==> src/conv_config.svh <==
`ifndef CONV_CONFIG_SVH
`define CONV_CONFIG_SVH

// data path widths, Q4.16 pixels and coefficients
`define CONV_DATA_W      20
`define CONV_FRAC_W      16
`define CONV_ACC_W       40    // full product sum

// image geometry, side is 2**CONV_COORD_W
`define CONV_COORD_W     6
`define CONV_ADDR_W      (2 * `CONV_COORD_W)
`define CONV_TAPS        9

// radix-4 Booth, two multiplier bits per step
`define CONV_BOOTH_STEPS 10

// kernel 0, row-major from the upper left tap
`define CONV_K0_0        20'h0A89E
`define CONV_K0_1        20'h092D5
`define CONV_K0_2        20'h06D43
`define CONV_K0_3        20'h01004
`define CONV_K0_4        20'hF8F71
`define CONV_K0_5        20'hF6E54
`define CONV_K0_6        20'hFA6D7
`define CONV_K0_7        20'hFC834
`define CONV_K0_8        20'hFAC19

// kernel 1, same tap order
`define CONV_K1_0        20'hFDB55
`define CONV_K1_1        20'h02992
`define CONV_K1_2        20'hFC994
`define CONV_K1_3        20'h050FD
`define CONV_K1_4        20'h02F20
`define CONV_K1_5        20'h0202D
`define CONV_K1_6        20'h03BD7
`define CONV_K1_7        20'hFD369
`define CONV_K1_8        20'h05E68

`define CONV_BIAS0       20'h01310
`define CONV_BIAS1       20'hF7295

`endif
==> src/convPkg.sv <==
`include "conv_config.svh"

package convPkg;

    typedef logic signed [`CONV_DATA_W-1:0] pixel_t;    // Q4.16
    typedef logic signed [`CONV_ACC_W-1:0]  acc_t;      // product or window sum
    typedef logic [`CONV_ADDR_W-1:0]        addr_t;     // row, then column
    typedef logic [`CONV_COORD_W-1:0]       coord_t;
    typedef logic [$clog2(`CONV_TAPS)-1:0]  tap_t;      // 0..8 inside the window

    // sequential multiplier states
    typedef enum logic [1:0] {
        idle,
        run,
        done
    } boothState_t;

endpackage

==> src/convCore.sv <==
`timescale 1ns/1ps

module convCore import convPkg::*; (
    input  logic   clk,
    input  logic   reset,
    output logic   memRead,
    output addr_t  memAddr,
    input  pixel_t memData,
    output logic   resValid,
    input  logic   resReady,
    output pixel_t resK0,
    output pixel_t resK1,
    output addr_t  resCentre,
    output logic   resLast
);

    // scan to fetch
    logic   tapValid;
    logic   tapReady;
    addr_t  tapAddr;
    logic   tapPad;
    tap_t   tapIdx;
    addr_t  tapCentre;
    logic   tapLast;

    // fetch to mac
    logic   pixValid;
    logic   pixReady;
    pixel_t pixData;
    tap_t   pixIdx;
    addr_t  pixCentre;
    logic   pixLast;

    // mac to output stage
    logic   sumValid;
    logic   sumReady;
    acc_t   sum0;
    acc_t   sum1;
    addr_t  sumCentre;
    logic   sumLast;

    windowScan scan (
        .clk(clk), .reset(reset),
        .tapValid(tapValid), .tapReady(tapReady), .tapAddr(tapAddr), .tapPad(tapPad),
        .tapIdx(tapIdx), .tapCentre(tapCentre), .tapLast(tapLast)
    );

    pixelFetch fetch (
        .clk(clk), .reset(reset),
        .tapValid(tapValid), .tapReady(tapReady), .tapAddr(tapAddr), .tapPad(tapPad),
        .tapIdx(tapIdx), .tapCentre(tapCentre), .tapLast(tapLast),
        .memRead(memRead), .memAddr(memAddr), .memData(memData),
        .pixValid(pixValid), .pixReady(pixReady), .pixData(pixData),
        .pixIdx(pixIdx), .pixCentre(pixCentre), .pixLast(pixLast)
    );

    kernelMac mac (
        .clk(clk), .reset(reset),
        .pixValid(pixValid), .pixReady(pixReady), .pixData(pixData),
        .pixIdx(pixIdx), .pixCentre(pixCentre), .pixLast(pixLast),
        .sumValid(sumValid), .sumReady(sumReady), .sum0(sum0), .sum1(sum1),
        .sumCentre(sumCentre), .sumLast(sumLast)
    );

    biasRelu post (
        .clk(clk), .reset(reset),
        .sumValid(sumValid), .sumReady(sumReady), .sum0(sum0), .sum1(sum1),
        .sumCentre(sumCentre), .sumLast(sumLast),
        .resValid(resValid), .resReady(resReady), .resK0(resK0), .resK1(resK1),
        .resCentre(resCentre), .resLast(resLast)
    );

endmodule

==> src/biasRelu.sv <==
`timescale 1ns/1ps
`include "conv_config.svh"

module biasRelu import convPkg::*; (
    input  logic   clk,
    input  logic   reset,
    input  logic   sumValid,
    output logic   sumReady,
    input  acc_t   sum0,
    input  acc_t   sum1,
    input  addr_t  sumCentre,
    input  logic   sumLast,
    output logic   resValid,
    input  logic   resReady,
    output pixel_t resK0,
    output pixel_t resK1,
    output addr_t  resCentre,
    output logic   resLast
);

    logic take;

    // round to Q4.16, add bias, clamp negatives to zero
    function automatic pixel_t roundBiasRelu(input acc_t accIn, input pixel_t bias);
        pixel_t rounded;
        pixel_t biased;
        rounded = accIn[`CONV_FRAC_W +: `CONV_DATA_W] + pixel_t'(accIn[`CONV_FRAC_W-1]);
        biased  = rounded + bias;
        return biased[`CONV_DATA_W-1] ? '0 : biased;
    endfunction

    assign sumReady = !resValid || resReady;
    assign take     = sumValid && sumReady;

    always_ff @(posedge clk) begin
        if (!reset)
            resValid <= 1'b0;
        else if (take)
            resValid <= 1'b1;
        else if (resReady)
            resValid <= 1'b0;
    end

    always_ff @(posedge clk) begin
        if (take) begin
            resK0     <= roundBiasRelu(sum0, `CONV_BIAS0);
            resK1     <= roundBiasRelu(sum1, `CONV_BIAS1);
            resCentre <= sumCentre;
            resLast   <= sumLast;
        end
    end

endmodule

==> src/kernelMac.sv <==
`timescale 1ns/1ps
`include "conv_config.svh"

module kernelMac import convPkg::*; (
    input  logic   clk,
    input  logic   reset,
    input  logic   pixValid,
    output logic   pixReady,
    input  pixel_t pixData,
    input  tap_t   pixIdx,
    input  addr_t  pixCentre,
    input  logic   pixLast,
    output logic   sumValid,
    input  logic   sumReady,
    output acc_t   sum0,
    output acc_t   sum1,
    output addr_t  sumCentre,
    output logic   sumLast
);

    pixel_t coef0;
    pixel_t coef1;
    logic   accept;
    logic   busy0;
    logic   busy1;
    logic   done0;
    logic   done1;
    acc_t   product0;
    acc_t   product1;
    logic   lastTap;    // product in flight closes the window

    always_comb begin
        case (pixIdx)
            0: coef0 = `CONV_K0_0;
            1: coef0 = `CONV_K0_1;
            2: coef0 = `CONV_K0_2;
            3: coef0 = `CONV_K0_3;
            4: coef0 = `CONV_K0_4;
            5: coef0 = `CONV_K0_5;
            6: coef0 = `CONV_K0_6;
            7: coef0 = `CONV_K0_7;
            default: coef0 = `CONV_K0_8;
        endcase
        case (pixIdx)
            0: coef1 = `CONV_K1_0;
            1: coef1 = `CONV_K1_1;
            2: coef1 = `CONV_K1_2;
            3: coef1 = `CONV_K1_3;
            4: coef1 = `CONV_K1_4;
            5: coef1 = `CONV_K1_5;
            6: coef1 = `CONV_K1_6;
            7: coef1 = `CONV_K1_7;
            default: coef1 = `CONV_K1_8;
        endcase
    end

    // a finished window blocks the next one until it is taken
    assign pixReady = !busy0 && !busy1 && (!sumValid || sumReady);
    assign accept   = pixValid && pixReady;

    boothMult mult0 (
        .clk(clk),
        .reset(reset),
        .start(accept),
        .multiplicand(pixData),
        .multiplier(coef0),
        .busy(busy0),
        .done(done0),
        .product(product0)
    );

    boothMult mult1 (
        .clk(clk),
        .reset(reset),
        .start(accept),
        .multiplicand(pixData),
        .multiplier(coef1),
        .busy(busy1),
        .done(done1),
        .product(product1)
    );

    always_ff @(posedge clk) begin
        if (!reset) begin
            sumValid <= 1'b0;
            lastTap  <= 1'b0;
        end else begin
            if (accept)
                lastTap <= pixLast;
            if (sumValid && sumReady)
                sumValid <= 1'b0;
            if (done0 && lastTap)
                sumValid <= 1'b1;
        end
    end

    always_ff @(posedge clk) begin
        if (accept && pixIdx == '0) begin
            sum0 <= '0;     // new window
            sum1 <= '0;
        end
        if (done0)
            sum0 <= sum0 + product0;
        if (done1)
            sum1 <= sum1 + product1;
        if (accept) begin
            sumCentre <= pixCentre;
            sumLast   <= &pixCentre;   // centre (63,63) ends the frame
        end
    end

endmodule

==> src/boothMult.sv <==
`timescale 1ns/1ps
`include "conv_config.svh"

module boothMult import convPkg::*; (
    input  logic   clk,
    input  logic   reset,
    input  logic   start,
    input  pixel_t multiplicand,
    input  pixel_t multiplier,
    output logic   busy,
    output logic   done,
    output acc_t   product
);

    localparam int STEP_W = $clog2(`CONV_BOOTH_STEPS);

    boothState_t           state;
    logic [STEP_W-1:0]     step;
    acc_t                  mcand;       // shifted left two bits per step
    logic [`CONV_DATA_W:0] recode;      // remaining multiplier bits
    acc_t                  mcandIn;
    logic [`CONV_DATA_W:0] recodeIn;

    // one recoded digit in -2..+2 times m
    function automatic acc_t partial(input logic [2:0] bits, input acc_t m);
        case (bits)
            3'b001, 3'b010: partial = m;
            3'b011:         partial = m <<< 1;
            3'b100:         partial = -(m <<< 1);
            3'b101, 3'b110: partial = -m;
            default:        partial = '0;
        endcase
    endfunction

    assign mcandIn  = acc_t'(multiplicand);   // sign extended
    assign recodeIn = {multiplier, 1'b0};     // implicit bit below lsb

    assign busy = (state != idle);
    assign done = (state == convPkg::done);

    always_ff @(posedge clk) begin
        if (!reset) begin
            state <= idle;
            step  <= '0;
        end else begin
            case (state)
                idle: begin
                    if (start) begin
                        state <= run;
                        step  <= STEP_W'(1);   // step 0 taken at start
                    end
                end
                run: begin
                    step <= step + 1'b1;
                    if (step == STEP_W'(`CONV_BOOTH_STEPS - 1))
                        state <= convPkg::done;
                end
                default: state <= idle;
            endcase
        end
    end

    // datapath, first partial product straight from the inputs
    always_ff @(posedge clk) begin
        if (state == idle && start) begin
            product <= partial(recodeIn[2:0], mcandIn);
            mcand   <= mcandIn <<< 2;
            recode  <= recodeIn >> 2;
        end else if (state == run) begin
            product <= product + partial(recode[2:0], mcand);
            mcand   <= mcand <<< 2;
            recode  <= recode >> 2;
        end
    end

endmodule

==> src/pixelFetch.sv <==
`timescale 1ns/1ps

module pixelFetch import convPkg::*; (
    input  logic   clk,
    input  logic   reset,
    input  logic   tapValid,
    output logic   tapReady,
    input  addr_t  tapAddr,
    input  logic   tapPad,
    input  tap_t   tapIdx,
    input  addr_t  tapCentre,
    input  logic   tapLast,
    output logic   memRead,
    output addr_t  memAddr,
    input  pixel_t memData,
    output logic   pixValid,
    input  logic   pixReady,
    output pixel_t pixData,
    output tap_t   pixIdx,
    output addr_t  pixCentre,
    output logic   pixLast
);

    logic   accept;
    logic   fresh;      // memData belongs to the held tap this cycle
    logic   padHeld;
    pixel_t freshData;
    pixel_t dataHeld;

    assign tapReady = !pixValid || pixReady;
    assign accept   = tapValid && tapReady;
    assign memRead  = accept && !tapPad;   // padded taps never touch memory
    assign memAddr  = tapAddr;

    assign freshData = padHeld ? '0 : memData;
    assign pixData   = fresh ? freshData : dataHeld;

    always_ff @(posedge clk) begin
        if (!reset) begin
            pixValid <= 1'b0;
            fresh    <= 1'b0;
        end else begin
            fresh <= accept;
            if (accept)
                pixValid <= 1'b1;
            else if (pixReady)
                pixValid <= 1'b0;
        end
    end

    always_ff @(posedge clk) begin
        if (fresh)
            dataHeld <= freshData;  // keep it in case of a stall
        if (accept) begin
            padHeld   <= tapPad;
            pixIdx    <= tapIdx;
            pixCentre <= tapCentre;
            pixLast   <= tapLast;
        end
    end

endmodule

==> src/windowScan.sv <==
`timescale 1ns/1ps
`include "conv_config.svh"

module windowScan import convPkg::*; (
    input  logic  clk,
    input  logic  reset,
    output logic  tapValid,
    input  logic  tapReady,
    output addr_t tapAddr,
    output logic  tapPad,
    output tap_t  tapIdx,
    output addr_t tapCentre,
    output logic  tapLast
);

    localparam int EXT_W = `CONV_COORD_W + 1;   // one spare bit catches -1 and 64

    coord_t           centreRow;
    coord_t           centreCol;
    logic             frameDone;
    logic             advance;
    logic             frameEnd;
    logic [1:0]       rowOff;
    logic [1:0]       colOff;
    logic [EXT_W-1:0] tapRow;
    logic [EXT_W-1:0] tapCol;

    // offsets as 2-bit two's complement, -1 / 0 / +1
    always_comb begin
        if (tapIdx < 3)
            rowOff = 2'b11;
        else if (tapIdx < 6)
            rowOff = 2'b00;
        else
            rowOff = 2'b01;
        case (tapIdx)
            0, 3, 6: colOff = 2'b11;
            1, 4, 7: colOff = 2'b00;
            default: colOff = 2'b01;
        endcase
    end

    assign tapRow = {1'b0, centreRow} + {{(EXT_W-2){rowOff[1]}}, rowOff};
    assign tapCol = {1'b0, centreCol} + {{(EXT_W-2){colOff[1]}}, colOff};

    assign tapPad    = tapRow[EXT_W-1] | tapCol[EXT_W-1];   // outside the image
    assign tapAddr   = {tapRow[EXT_W-2:0], tapCol[EXT_W-2:0]};
    assign tapCentre = {centreRow, centreCol};
    assign tapLast   = (tapIdx == tap_t'(`CONV_TAPS - 1));

    assign advance  = tapValid && tapReady;
    assign frameEnd = tapLast && (&centreRow) && (&centreCol);

    always_ff @(posedge clk) begin
        if (!reset) begin
            tapValid  <= 1'b0;
            frameDone <= 1'b0;
            centreRow <= '0;
            centreCol <= '0;
            tapIdx    <= '0;
        end else if (!tapValid) begin
            if (!frameDone)
                tapValid <= 1'b1;   // first edge out of reset
        end else if (advance) begin
            if (tapLast) begin
                tapIdx <= '0;
                if (&centreCol) begin
                    centreCol <= '0;
                    centreRow <= centreRow + 1'b1;
                end else begin
                    centreCol <= centreCol + 1'b1;
                end
                if (frameEnd) begin
                    tapValid  <= 1'b0;
                    frameDone <= 1'b1;  // idle until next reset
                end
            end else begin
                tapIdx <= tapIdx + 1'b1;
            end
        end
    end

endmodule

==> config.mk <==
export PLATFORM = sky130hd
export DESIGN_NAME = convCore
export DESIGN_NICKNAME = d
export VERILOG_FILES = /design/src/convPkg.sv /design/src/convCore.sv /design/src/biasRelu.sv /design/src/kernelMac.sv /design/src/boothMult.sv /design/src/pixelFetch.sv /design/src/windowScan.sv
export VERILOG_INCLUDE_DIRS = /design/src
export SDC_FILE = /design/constraint.sdc
export NUM_CORES = 1
export LEC_CHECK = 0
export BUFFER_PORTS_ARGS = -buffer_cell sky130_fd_sc_hd__clkbuf_2
export CAP_MARGIN = 15
export CORE_MARGIN = 10
export CORE_UTILIZATION = 60
export DETAILED_ROUTE_END_ITERATION = 16
export GPL_TIMING_DRIVEN = 1
export HOLD_SLACK_MARGIN = 0.02
export PLACE_DENSITY = 0.77
export SYNTH_ARGS = -nofsm -noshare
export SYNTH_HDL_FRONTEND = slang
export SYNTH_HIERARCHICAL = 1
export SYNTH_SLANG_ARGS = --single-unit
==> constraint.sdc <==
create_clock -name clk -period 6.1 [get_ports clk]
set_input_delay 0.305 -clock clk [delete_from_list [all_inputs] [get_ports clk]]
set_output_delay 0.305 -clock clk [all_outputs]
set_load 0.1 [all_outputs]
---- Word-level counts from Yosys, hierarchy flattened ----
Memories as Yosys holds them, arrays and structs flattened. A register that Yosys moved wholly into a read port is not among the register bits.
Index checks and enable logic that the tools add are counted.
word-level totals
  register bits after elaboration ......... 413
  ROM bits ................................ 320
  bits of input ports ..................... 23
  output and inout port bits .............. 67
  memories ................................ 2
operators by class
  add/subtract/negate cells ............... 21
  order comparisons ....................... 2
  eq/ne operators ......................... 34
  multiplexer cells ....................... 53
  bitwise operators ....................... 1
  reduce and logical (&&, ||, !) cells .... 53
memory list
  name             words  bits a word  read ports  clocked after Yosys merged registers in  write ports  RTL line         text
  (no name shown)  8      20           1           1                                        0            kernelMac.sv:33  case (pixIdx)
  (no name shown)  8      20           1           1                                        0            kernelMac.sv:44  case (pixIdx)
operators by type and width
  operator                                             number
  2-to-1 mux 40 bit                                    15
  case mux 40 bit (4 select lines)                     2
  case mux 40 bit (3 select lines)                     2
  adder 40 bit                                         4
  negator 40 bit                                       4
  2-to-1 mux 20 bit                                    4
  2-to-1 mux 19 bit                                    4
  adder 20 x 1 -> 20 bit                               2
  negator 20 -> 40 bit                                 1
  negator 21 -> 40 bit                                 1
  nonzero test 2 bit                                   11
  adder 20 x 14 -> 20 bit, second input constant       1
  adder 20 x 17 -> 20 bit, second input constant       1
  equality test 3 bit, second input constant           6
  case mux 4 bit (2 select lines)                      2
  adder 6 x 7 -> 7 bit                                 2
  adder 4 x 1 -> 4 bit, second input constant          3
  adder 6 x 1 -> 6 bit, second input constant          2
  equality test 2 bit, second input constant           6
  equality test 3 x 2 -> 1 bit, second input constant  4
  equality test 4 x 3 -> 1 bit, second input constant  3
  equality test 4 bit, second input constant           3
  logical AND 1 bit                                    12
  2-to-1 mux 1 bit                                     12
  26 further kinds                                     57

---- Longest topological paths before layout ----
  depth after elaboration ................. 10
  depth in mapped cells ................... 21
  depth with buffers taken out ............ 19

---- Hierarchy ----
The synthesis kept the hierarchy.
by module, submodules not included
  module                  times used  cells an instance  area an instance (µm²)  sequential area each (µm²)
  boothMult at mac.mult1  1           1134               9344.0                  3032.9
  boothMult at mac.mult0  1           1115               9140.0                  3032.9
  kernelMac               1           944                8265.4                  2832.7
  biasRelu                1           453                4364.2                  1551.5
  windowScan              1           171                1472.7                  360.3
  pixelFetch              1           85                 1351.3                  980.9

---- Worst setup path before layout ----
Ideal clock, no wire load.
  kind .................................... register -> output
  from .................................... reg scan.tapIdx[0]
  to ...................................... out memRead
  arrival ................................. 4623 ps
  data required time ...................... 5795 ps
  slack ................................... 1172 ps
  cell stages (with the launch flop) ...... 13
  path buffers ............................ 0
  cell sequence ........................... dfxtp_1 > inv_1 > ha_1 > or4b_1 > a21o_1 > ha_1 > inv_1 > fa_1 > nor2b_1 > o31a_1 > a211oi_1 > o21ai_1 > nor3b_1
between the ends
  word-level cells in the longest chain between the ends .. 7
  elaborated cells on any way between the ends .. 18
  those cells by class .................... add/sub: 2; order compare: 2; eq/ne: 5; mux: 3; bitwise: 1; reduce/logical: 5
RTL lines
  element                                                              RTL line                            text
  start, declared                                                      windowScan.sv:11                    output tap_t tapIdx,
  start signal, assigned                                               windowScan.sv:78                    tapIdx <= tapIdx + 1'b1;
  less-than comparator 4 x 3 -> 1 bit (tied with other cells)          windowScan.sv:32                    else if (tapIdx < 6)
  2-to-1 mux 1 bit or OR reduction 3 bit (tied branches)               windowScan.sv:32, windowScan.sv:36
  2-to-1 mux 2 bit or case mux 2 bit (2 select lines) (tied branches)  windowScan.sv:30, windowScan.sv:36
  adder 6 x 7 -> 7 bit (on tied branches)                              windowScan.sv:43, windowScan.sv:44
  bitwise OR 1 bit (*)                                                 windowScan.sv:46                    assign tapPad = tapRow[EXT_W-1] | tapCol[EXT_W-1];
  via tapPad                                                           convCore.sv:21                      logic tapPad;
  zero test 1 bit (*)                                                  pixelFetch.sv:32                    assign memRead = accept && !tapPad;
  logical AND 1 bit (*)                                                pixelFetch.sv:32
  end, declared                                                        convCore.sv:6                       output logic memRead,
The timed path passes the listed nets; every way through them passes the cells marked *.

---- Worst setup path after layout ----
  from .................................... reg mac.mult1.recode[1]
  to ...................................... reg mac.mult1.product[34] (data pin)
between the ends
  word-level cells in the longest chain between the ends .. 8
  elaborated cells on any way between the ends .. 14
  those cells by class .................... add/sub: 1; eq/ne: 6; mux: 5; reduce/logical: 2
RTL lines
  element                                      RTL line         text
  start, declared                              boothMult.sv:20  logic [`CONV_DATA_W:0] recode;
  start signal, assigned                       boothMult.sv:68  recode <= recodeIn >> 2;
  start signal, assigned                       boothMult.sv:72  recode <= recode >> 2;
  equality test 3 bit (tied with other cells)  boothMult.sv:26  case (bits)
  OR reduction 2 bit                           boothMult.sv:26
  case mux 40 bit (4 select lines) (*)         boothMult.sv:26
  2-to-1 mux 40 bit (*)                        boothMult.sv:69  end else if (state == run) begin
  2-to-1 mux 40 bit (*)                        boothMult.sv:65  if (state == idle && start) begin
  adder 40 bit (*)                             boothMult.sv:70  product <= product + partial(recode[2:0], mcand);
  2-to-1 mux 40 bit (*)                        boothMult.sv:69
  2-to-1 mux 40 bit (*)                        boothMult.sv:65
  end signal, assigned                         boothMult.sv:66  product <= partial(recodeIn[2:0], mcandIn);
  end signal, assigned                         boothMult.sv:70
  end, declared                                boothMult.sv:12  output acc_t product
Mark *: on every way between the ends. The rest lies on a longest branch, timed or not. The select of a mux whose other input is x is not followed.
A chain may end at the register's enable or synchronous reset.

==> flow_metrics.tcl <==
set metrics [dict create \
    status "completed" \
    rsz0062_at_grt "false" \
    synth_warnings 6 \
    die_w_um 249 \
    clkSlewWorstSetupHoldPaths_ns 0.06 \
    gp_routability_congestion 1.00 \
    drt_iter0_drc 2576 \
    dp_hpwl_mm 63.7 \
    start_util_pct 61.0 \
    routedWlPerCell_um 19.9 \
    worstSetupPathType "register to register" \
    layout_min_cycle_time_ns 5.31 \
    critPathCaptureType "register" \
    post-cts-setup-buffer-count 0 \
    crit_arrival_ns 5.65 \
    tightest_slew_ns 0.986 \
    fillerInstances 4323 \
    worstSkewPairLatency_ns 0.58 \
    r2r-end "mac/mult1/product[34]$_DFFE_PP_" \
    crit_required_ns 6.43 \
    post_cts_resized 0 \
    grt.total_usage_pct 26.4 \
    antenna_found_initial 1 \
    die_area_um2 62200 \
    htree_levels 2 \
    endpoint "mac/mult1/product[34]$_DFFE_PP_" \
    synthCells 3627 \
    vdd_drop_max_mv 0.250 \
    area_delta_synth_final_pct 6.60 \
    cts-root-buf "clkbuf_16" \
    clock-sinks 387 \
    slew_headroom_pct 33.8 \
    rows 83 \
    syn_avg_cell_area_um2 8.70 \
    ant_nets 0 \
    dr_total_vias 27400 \
    cts_tree "yes" \
    wirelength_mm 85.7 \
    io_pins 90 \
    grt_pass1_vias 25900 \
    firstDrtPassIters 7 \
    use_met3_pct 4.36 \
    skew_ns 0.0169 \
    r2r_start "mac/mult1/recode[1]$_DFFE_PP_" \
    vias_per_cell 6.37 \
    finalMaxSlewViolations 0 \
    hold_path_class "input port to register" \
    grt.busiest_layer "met2" \
    grt_max_degree 78 \
    r2r_cells 12 \
    finalSetupViolCount 0 \
    core_um2 51700 \
    cts_buffers 46 \
    crit_start "mac/mult1/recode[1]$_DFFE_PP_" \
    cts.path.max_buffers 3 \
    p_per_area_nw_per_um2 376 \
    netlist_area_um2 31500 \
    leakage_nw 13.6 \
    fmax_mhz 188 \
    ctsHoldBuffers 0 \
    reg2reg_slack_ns 0.79 \
    post-route-period-util_pct 87.1 \
    port_buffers 87 \
    die-height_um 249 \
    drc 0 \
    cp-start-kind "register" \
    maxCapViolCount 0 \
    cp_max_fo 19 \
    overflow 0 \
    grt_pass1_wl_mm 137 \
    final_nets 3860 \
    power_mw 12.7 \
    setup-tns-final_ns 0 \
    final_layout_size_suffix_gt1_share_pct 8.63 \
    grtUsageMet2_pct 41.7 \
    hold_violations 0 \
    globalRouteMet1Util_pct 37.1 \
    diodes 0 \
]
## critical path: stages, from the launching register on
cell       delay [ns]
edfxtp_1         0.69
nor2_1           0.43
nand2_1          0.49
o311ai_0         0.98
ha_1             0.44
and4_1           0.21
a41o_1           0.23
a41oi_1          0.40
o211ai_2         0.21
nor4_4           0.29
or3_1            0.19
a2111oi_0        0.09
or3_1            0.40
## where the power goes
group          internal [mW]  switching (mW)  total (mW)
clock network           1.78            1.15        2.93
logic                   2.30            3.57        5.87
registers               3.43           0.434        3.86
## routing by layer
layer	vias up	share of wire [%]	routed length (um)
met3	133	8.5	7280
met5	-	0	0
met1	13000	44	38000
li1	13100	-	-
met4	0	1.9	1640
met2	1111	45	38700
## worst min-delay path by stage
stage,from,to,slack [ns],cells past startpoint
2_1_floorplan,mac/sumCentre[0]$_DFFE_PP_,post/resCentre[0]$_DFFE_PP_,0.40,0
3_5_place_dp,mac/sumCentre[0]$_DFFE_PP_,post/resCentre[0]$_DFFE_PP_,0.41,0
4_1_cts,resReady,post/resValid$_SDFFE_PN0P_,0.08,3
5_1_grt,resReady,post/resValid$_SDFFE_PN0P_,0.11,3
6_report,resReady,post/resValid$_SDFFE_PN0P_,0.09,3
3_3_place_gp,mac/sumCentre[11]$_DFFE_PP_,post/resCentre[11]$_DFFE_PP_,0.40,0
## layout make-up
cell class	instances	area, um^2	share of cell area, %
inverters	144	541	1.61
flip-flops and latches	387	11100	32.9
clock buffers	56	1220	3.63
repair buffers	134	788	2.34
well taps	680	851	2.53
clock inverters	30	399	1.19
multi-input cells	2874	18800	55.8
## per-stage QoR
stage	utilization, %	cell area, um^2	hold slack, ns	instances	setup slack [ns]
after detailed placement	61.9	32000	0.407	4219	0.935
after global routing	65.0	33600	0.115	4305	0.525
final	65.0	33600	0.0914	4305	0.786
after floorplan	-	31600	0.400	3628	1.17
after global placement	61.9	32000	0.400	4219	0.908
after CTS	65.0	33600	0.0763	4305	0.909
## sequential cells by signal (all words and copies together) (netlist names), 2 cells and up
register	cells
mac/mult0/step	4
mac/mult1/step	4
fetch/pixIdx	4
mac/mult0/state	2
scan/tapIdx	4
post/resCentre	12
mac/sumCentre	12
scan/centreRow	6
mac/mult0/mcand	34
mac/mult0/product	36
fetch/pixCentre	12
mac/mult0/recode	19
post/resK1	19
mac/mult1/product	36
scan/centreCol	6
mac/mult1/recode	19
mac/sum1	36
fetch/dataHeld	20
mac/sum0	36
post/resK0	19
mac/mult1/mcand	34
mac/mult1/state	2
## layout by cell type, fill, tap and decap left out, drive strengths merged, types with 11 or more instances in the layout
cell and count:
a211oi 28, a21boi 17, a21o 96, a21oi 250
a221oi 42, a22o 20, a22oi 39, a31oi 34
and2 32, and3 25, buf 47, clkbuf 143
clkinv 14, dfxtp 55, edfxtp 332, ha 243
inv 145, mux2i 16, nand2 509, nand2b 40
nand3 57, nand4 58, nor2 322, nor2b 39
nor3 110, nor4 27, o211ai 31, o21a 41
o21ai 241, o21bai 22, o221ai 12, o22ai 12
o31ai 15, or2 20, or3 46, or4 11
xnor2 153, xor2 121
Note: power is estimated with default switching activity, not from simulation.
